<file path="src/logic/whack_a_mole_pkg.sv">
package whack_a_mole_pkg;

    //////////////////////////////////////////////////
    // Board size and field widths
    //////////////////////////////////////////////////

    localparam int num_holes = 4;                   // Buttons and mole LEDs

    typedef logic [num_holes-1:0] hole_mask_t;      // One bit per hole
    typedef logic [28:0]          timer_t;          // Delay and window cycle count
    typedef logic [7:0]           score_t;          // Player score
    typedef logic [3:0]           lives_t;          // Remaining lives
    typedef logic [7:0]           lfsr_t;           // Hole generator state

    localparam lives_t start_lives = 4'd3;          // Lives given at game start

    //////////////////////////////////////////////////
    // Game FSM and round control
    //////////////////////////////////////////////////

    typedef enum logic [2:0] {
        IDLE       = 3'b000,                        // Waiting for any press
        GAMEPLAY   = 3'b001,                        // Rounds running
        END_SCREEN = 3'b010                         // Final score shown
    } game_state_t;

    // One-cycle pulses from game control to the timing blocks
    typedef struct packed {
        logic start;                                // Arm delay for the next mole
        logic stop;                                 // Current round judged
    } round_ctrl_t;

    // Each threshold the score exceeds takes one step off the hammer window
    localparam score_t speed_thresholds [9] = '{
        8'd5,  8'd20, 8'd30,
        8'd40, 8'd50, 8'd60,
        8'd70, 8'd80, 8'd90
    };

endpackage

</file>
<file path="src/logic/mole_scheduler.sv">
`timescale 1ns/10ps

module mole_scheduler
    import whack_a_mole_pkg::*;
#(
    parameter int MOLE_DELAY = 100_000_000          // Cycles from round start to mole, min 2
) (
    input  logic        clk,
    input  logic        reset,
    input  round_ctrl_t round,
    output hole_mask_t  mole,
    output logic        mole_up
);

    localparam int sel_bits = $clog2(num_holes);    // LFSR bits used to pick a hole

    timer_t delay_cnt;                              // Nonzero while a round waits for its mole
    logic   delay_done;                             // Last delay cycle
    lfsr_t  lfsr;
    logic   lfsr_fb;

    //////////////////////////////////////////////////
    // Hole generator
    //////////////////////////////////////////////////

    // Maximal length taps x^8 + x^6 + x^5 + x^4 + 1
    assign lfsr_fb = lfsr[7] ^ lfsr[5] ^ lfsr[4] ^ lfsr[3];

    // Free running so the pick depends on when the player presses
    always_ff @(posedge clk or posedge reset) begin
        if (reset) begin
            lfsr <= lfsr_t'(1);                     // Any nonzero seed
        end else begin
            lfsr <= {lfsr[6:0], lfsr_fb};
        end
    end

    //////////////////////////////////////////////////
    // Round delay
    //////////////////////////////////////////////////

    assign delay_done = (delay_cnt == timer_t'(1));

    always_ff @(posedge clk or posedge reset) begin
        if (reset) begin
            delay_cnt <= '0;
        end else if (round.stop) begin
            delay_cnt <= '0;                        // Round over so drop any pending mole
        end else if (round.start) begin
            // The start cycle itself is the first delay cycle
            delay_cnt <= timer_t'(MOLE_DELAY - 1);
        end else if (delay_cnt != '0) begin
            delay_cnt <= delay_cnt - 1'b1;
        end
    end

    //////////////////////////////////////////////////
    // Mole LEDs
    //////////////////////////////////////////////////

    always_ff @(posedge clk or posedge reset) begin
        if (reset) begin
            mole    <= '0;
            mole_up <= 1'b0;
        end else begin
            mole_up <= 1'b0;                        // Pulse by default low
            if (round.stop) begin
                mole <= '0;                         // Cleared on the judging edge
            end else if (delay_done) begin
                mole    <= hole_mask_t'(1) << lfsr[sel_bits-1:0];  // Exactly one hole
                mole_up <= 1'b1;                    // Opens the hammer window
            end
        end
    end

endmodule

</file>
<file path="src/logic/hammer_window.sv">
`timescale 1ns/10ps

module hammer_window
    import whack_a_mole_pkg::*;
#(
    parameter int HAMMER_WINDOW = 300_000_000,      // Window at level 0
    parameter int WINDOW_STEP   = 24_900_000        // Cut per level reached
) (
    input  logic        clk,
    input  logic        reset,
    input  round_ctrl_t round,
    input  logic        mole_up,
    input  score_t      score,
    output logic        expired
);

    logic [3:0] level;                              // Thresholds passed, 0 to 9
    timer_t     window_len;                         // Window for the current score
    timer_t     window_cnt;                         // Nonzero while the hammer may strike

    //////////////////////////////////////////////////
    // Difficulty
    //////////////////////////////////////////////////

    always_comb begin
        level = '0;
        for (int i = 0; i < $size(speed_thresholds); i++) begin
            if (score > speed_thresholds[i]) begin
                level = level + 1'b1;               // Strictly above the threshold
            end
        end
    end

    // Shorter window for every level
    assign window_len = timer_t'(HAMMER_WINDOW) - timer_t'(WINDOW_STEP * level);

    //////////////////////////////////////////////////
    // Window counter
    //////////////////////////////////////////////////

    always_ff @(posedge clk or posedge reset) begin
        if (reset) begin
            window_cnt <= '0;
            expired    <= 1'b0;
        end else begin
            expired <= 1'b0;
            if (round.stop) begin
                window_cnt <= '0;                   // Round judged so no window
            end else if (mole_up) begin
                // Score sampled here and held for the whole window
                window_cnt <= window_len - 1'b1;
            end else if (window_cnt == timer_t'(1)) begin
                window_cnt <= '0;
                expired    <= 1'b1;                 // Player ran out of time
            end else if (window_cnt != '0) begin
                window_cnt <= window_cnt - 1'b1;
            end
        end
    end

endmodule

</file>
<file path="src/logic/game_control.sv">
`timescale 1ns/10ps

module game_control
    import whack_a_mole_pkg::*;
(
    input  logic        clk,
    input  logic        reset,
    input  hole_mask_t  button,                     // Debounced levels
    input  hole_mask_t  mole,                       // Lit hole
    input  logic        expired,                    // Hammer window over
    output round_ctrl_t round,
    output score_t      score,
    output lives_t      lives,
    output game_state_t state
);

    hole_mask_t button_prev;                        // Buttons one cycle ago
    hole_mask_t press;                              // Rising edges seen this cycle
    logic       judging;                            // In play with a mole lit
    logic       hit;
    logic       wrong;
    logic       miss;
    logic       lose;                               // Wrong press or miss
    logic       judge_stop;
    logic       start_q;                            // Registered round start

    //////////////////////////////////////////////////
    // Button edges
    //////////////////////////////////////////////////

    always_ff @(posedge clk or posedge reset) begin
        if (reset) begin
            button_prev <= '0;
        end else begin
            button_prev <= button;
        end
    end

    assign press = button & ~button_prev;           // Held buttons count once

    //////////////////////////////////////////////////
    // Judging
    //////////////////////////////////////////////////

    // Presses during the round delay are ignored
    assign judging = (state == GAMEPLAY) && (|mole);

    assign hit   = judging && (|(press & mole));
    assign wrong = judging && (|(press & ~mole)) && !hit;   // Hit wins on a double press
    assign miss  = judging && expired && !(|press);         // Late press still counts
    assign lose  = wrong || miss;

    // Ends the round on the same edge that updates score and lives
    assign judge_stop = hit || lose;

    assign round = '{start: start_q, stop: judge_stop};

    //////////////////////////////////////////////////
    // Game FSM with score and lives
    //////////////////////////////////////////////////

    always_ff @(posedge clk or posedge reset) begin
        if (reset) begin
            state   <= IDLE;
            score   <= '0;
            lives   <= '0;
            start_q <= 1'b0;
        end else begin
            start_q <= 1'b0;                        // Pulse by default low
            case (state)
                IDLE: begin
                    if (|press) begin               // Any button starts a game
                        state   <= GAMEPLAY;
                        score   <= '0;
                        lives   <= start_lives;
                        start_q <= 1'b1;            // First round
                    end
                end

                GAMEPLAY: begin
                    if (hit) begin
                        score   <= score + 1'b1;
                        start_q <= 1'b1;            // Next round
                    end else if (lose) begin
                        lives <= lives - 1'b1;
                        if (lives == lives_t'(1)) begin
                            state <= END_SCREEN;    // Last life gone
                        end else begin
                            start_q <= 1'b1;
                        end
                    end
                end

                END_SCREEN: begin
                    // Score stays on show until button 0
                    if (press[0]) begin
                        state <= IDLE;
                    end
                end

                default: begin
                    state <= IDLE;                  // Unused encodings recover
                end
            endcase
        end
    end

endmodule

</file>
<file path="src/logic/whack_a_mole.sv">
`timescale 1ns/10ps

module whack_a_mole
    import whack_a_mole_pkg::*;
#(
    parameter int MOLE_DELAY    = 100_000_000,      // Round start to mole
    parameter int HAMMER_WINDOW = 300_000_000,      // Window at level 0
    parameter int WINDOW_STEP   = 24_900_000        // Cut per level
) (
    input  logic        clk,
    input  logic        reset,
    input  hole_mask_t  button,                     // Debounced buttons
    output hole_mask_t  mole,                       // Mole LEDs
    output score_t      score,
    output lives_t      lives,
    output game_state_t state
);

    round_ctrl_t round;                             // Start and stop pulses
    logic        mole_up;                           // Mole just lit
    logic        expired;                           // Window ran out

    //////////////////////////////////////////////////
    // Game control
    //////////////////////////////////////////////////

    game_control u_game_control (
        .clk     (clk),
        .reset   (reset),
        .button  (button),
        .mole    (mole),
        .expired (expired),
        .round   (round),
        .score   (score),
        .lives   (lives),
        .state   (state)
    );

    //////////////////////////////////////////////////
    // Round timing
    //////////////////////////////////////////////////

    mole_scheduler #(
        .MOLE_DELAY (MOLE_DELAY)
    ) u_mole_scheduler (
        .clk     (clk),
        .reset   (reset),
        .round   (round),
        .mole    (mole),
        .mole_up (mole_up)
    );

    hammer_window #(
        .HAMMER_WINDOW (HAMMER_WINDOW),
        .WINDOW_STEP   (WINDOW_STEP)
    ) u_hammer_window (
        .clk     (clk),
        .reset   (reset),
        .round   (round),
        .mole_up (mole_up),
        .score   (score),
        .expired (expired)
    );

endmodule

</file>
<file path="config.mk">
export PLATFORM = sky130hd
export DESIGN_NAME = whack_a_mole
export DESIGN_NICKNAME = d
export VERILOG_FILES = /design/src/logic/whack_a_mole_pkg.sv /design/src/logic/mole_scheduler.sv /design/src/logic/hammer_window.sv /design/src/logic/game_control.sv /design/src/logic/whack_a_mole.sv
export SDC_FILE = /design/constraint.sdc
export NUM_CORES = 1
export LEC_CHECK = 0
export CORE_MARGIN = 1
export CORE_UTILIZATION = 30
export CTS_CLUSTER_DIAMETER = 50
export CTS_CLUSTER_SIZE = 25
export DETAILED_ROUTE_END_ITERATION = 16
export DONT_BUFFER_PORTS = 1
export GPL_TIMING_DRIVEN = 0
export PLACE_DENSITY = 0.48
export SYNTH_ARGS = -nofsm -noshare
export SYNTH_HDL_FRONTEND = slang
export SYNTH_SLANG_ARGS = --single-unit
</file>
<file path="constraint.sdc">
create_clock -name clk -period 13.64 [get_ports clk]
set_input_delay 1.364 -clock clk [delete_from_list [all_inputs] [get_ports clk]]
set_output_delay 1.364 -clock clk [all_outputs]
set_load 0.02 [all_outputs]
</file>
==> summary.txt <==
outcome = finished, final reports clean
largest net degree at the start of global routing = 62
period utilisation layout = 0.728
dominant cells by area after synthesis = dfrtp_1 32%, ha_1 8.8%, xnor2_1 7.1%
DR vias = 5543
number of I/O pins = 25
Post-Synthesis Cells = 805
final hold vios = 0
clk slew on worst S/H paths = 0.06 ns
setup slack, reg-to-reg = 3.71 ns
TNS Setup = 0 ns
Cell Area, Synth = 7070 sq um
cell row count = 55
register area = 2280 sq um
Via-to-Cell Ratio = 4.88
H-tree Lvls = 3
proportion of netlist area held by the largest area contributor = 0.318
DRT iter0 DRCs = 289
peak supply drop = 0.0000480 V
Die X = 156 um
post-layout minimum cycle time = 9.93 ns
Total GRT Usage = 0.141
CTS Buffer Depth = 2
Max-cap violations = 0
Routed WL per cell = 14.3 um
post-synthesis sequential area ratio = 0.322
clock skew = 0.00809 ns
TritonCTS Buffers = 9
Synth async-reset ratio = 1.00
most frequent cell on the critical path = ha_1
WHS = 0.347 ns
hold-fix buffers at CTS = 0
slowest CP cell = dfrtp_1
fraction of layout cells with a size suffix above 1 = 0.0535
vias in the first global route = 5471
WL final = 16200 um
Setup Buffers After CTS = 0
RSZ-0062 raised after global routing = false
Mean Syn Cell Area = 8.79 sq um
crit path DAT = 10.14 ns
Resized Gates After CTS = 0
worst skew pair latency = 0.35 ns
Multi-input gate area = 4520 sq um
worst-margin pin slew = 1.16 ns
Top FF cell, synth = dfrtp_1
1st-pass router iterations = 5
Mapped Nets = 869
endpoint type of the worst setup path = register
Max Transition Viols Final = 0
PortBufs = 0
nets@finish = 881
root buffer cell = clkbuf_16
TritonCTS clock tree = built
Post-synth EDFFs = 0
remaining routing DRC violations = 0
Final ANT Viol Nets = 0
leakage = 0.00354 uW
Core Region = 22900 sq um
aggregate global routing overflow = 0
Synth Register Bits = 91
crit-path max cell delay = 0.56 ns
Setup CP Type = reg -> reg
Synth area leader = dfrtp_1
Worst Path Required = 13.86 ns
GP Congestion = 0.764
Startpoint Class = register
HPWL after DPL = 12400 um
Synth warnings = 0
Hold WC Path Type = reg -> reg
Antenna Cells = 0
initial antenna violation count = 0
Slew HR = 0.220
first-pass GRT wire length = 27600 um
Cell Pwr Density = 119 nW/um^2
Initial Util = 0.309
# clock sinks = 91
Die Ht = 156 um
Synth cell types = 72
Final Setup Violations = 0
FILL cells = 2405
DIE AREA = 24200 sq um
crit path max fanout = 10
Fmax achieved = 101 MHz
Synth-to-Final Area Change = 10.6%
report_power, final:
group / switching (uW) / internal, uW / total, uW
registers: 72.5 / 336 / 408
clock network: 107 / 167 / 273
logic: 140 / 108 / 249
cell usage in the layout, fill, tap and decap left out, types with 6 or more instances in the layout:
cell type	Yosys	layout
nand3_1	16	16
clkbuf_16	0	9
inv_1	43	42
xnor2_1	57	57
fa_1	8	8
a31oi_1	7	7
nand2_1	52	52
a211oi_1	12	12
a21o_1	12	12
or3_1	12	12
nor2_1	96	96
clkbuf_1	20	21
xor2_1	44	44
nor3_1	34	34
o21a_1	6	6
nor2b_1	14	14
o21ai_0	23	23
nand2b_1	18	18
nor4_1	14	14
dfrtp_1	90	90
ha_1	50	50
a21oi_1	67	67
a22oi_1	8	8
cell usage after synthesis (14+ instances only):
library cell and count:
nand2b_1 18, nor4_1 14, o21ai_0 23, dfrtp_1 90, nor2b_1 14, clkbuf_1 20, nand3_1 16, xnor2_1 57
ha_1 50, xor2_1 44, nor2_1 96, a21oi_1 67, inv_1 43, nor3_1 34, nand2_1 52
logic make-up (layout without fill, tap and decap cells):
| family | after synthesis | after routing | share of synthesized area |
|---|---|---|---|
| AOI/OAI and AO/OA | 185 | 185 | 0.174 |
| xor gates and xnor gates | 108 | 108 | 0.147 |
| adders and majority gates | 58 | 58 | 0.111 |
| buffers and inverters | 69 | 86 | 0.0386 |
| DFF | 91 | 91 | 0.322 |
| muxes | 6 | 6 | 0.00955 |
| other | 1 | 1 | 0.000530 |
| and+or+nand+nor | 287 | 287 | 0.197 |
final cells by class:
type / count / area share
buffer: 26 / 0.0142
clock buffer: 11 / 0.0310
inverter: 43 / 0.0209
clock inverter: 5 / 0.0110
timing repair buffer: 1 / 0.00352
tap: 313 / 0.0500
multi-input combinational: 645 / 0.578
sequential: 91 / 0.291
path summary, 6_finish.rpt:
path	cells after the start	start	endpoint
worst max-delay path	38	u_game_control.score[1]	u_hammer_window.window_cnt[28]
worst min-delay path	0	u_mole_scheduler.lfsr[6]	u_mole_scheduler.lfsr[7]
worst max register to register	38	u_game_control.score[1]	u_hammer_window.window_cnt[28]
worst min register to register	0	u_mole_scheduler.lfsr[6]	u_mole_scheduler.lfsr[7]
max in group asynchronous	2	reset	u_hammer_window.window_cnt[22]
min in group asynchronous	1	reset	u_game_control.score[3]
sequential cells by signal, indices dropped and copies added, names as in the netlist:
name,count
u_game_control.button_prev,4
u_game_control.lives,4
u_game_control.start_q,1
u_mole_scheduler.delay_cnt,29
u_mole_scheduler.lfsr,8
u_game_control.score,8
u_mole_scheduler.mole_up,1
u_hammer_window.expired,1
u_game_control.state,2
u_mole_scheduler.mole,4
u_hammer_window.window_cnt,29
metal layers:
layer | global-route usage | share of wire
met1 | 0.196 | 0.51
met2 | 0.230 | 0.46
met3 | 0.0214 | 0.029
met4 | 0.0299 | 0.0086
met5 | 0 | 0
worst max-delay path, delay by kind of cell (launching register included):
family / cells / cell delay, ns
AOI/OAI and AO/OA: 12 / 2.64
xor gates and xnor gates: 7 / 1.92
adders and majority gates: 9 / 2.72
buffers and inverters: 5 / 0.74
DFF: 1 / 0.56
and+or+nand+nor: 5 / 1.20
metrics by stage:
stage / utilization / worst slack, ns / cells / instance area (sq um) / power, uW
finish: 0.341 / 3.71 / 1135 / 7830 / 931
CTS: 0.341 / 3.69 / 1135 / 7830 / 944
floorplan: - / 4.96 / 805 / 7070 / 599
global route: 0.341 / 2.90 / 1135 / 7830 / 1000
global placement: 0.326 / 3.72 / 1118 / 7470 / 660
detailed placement: 0.327 / 3.71 / 1119 / 7500 / 664
Note: power is estimated with default switching activity, not from simulation.
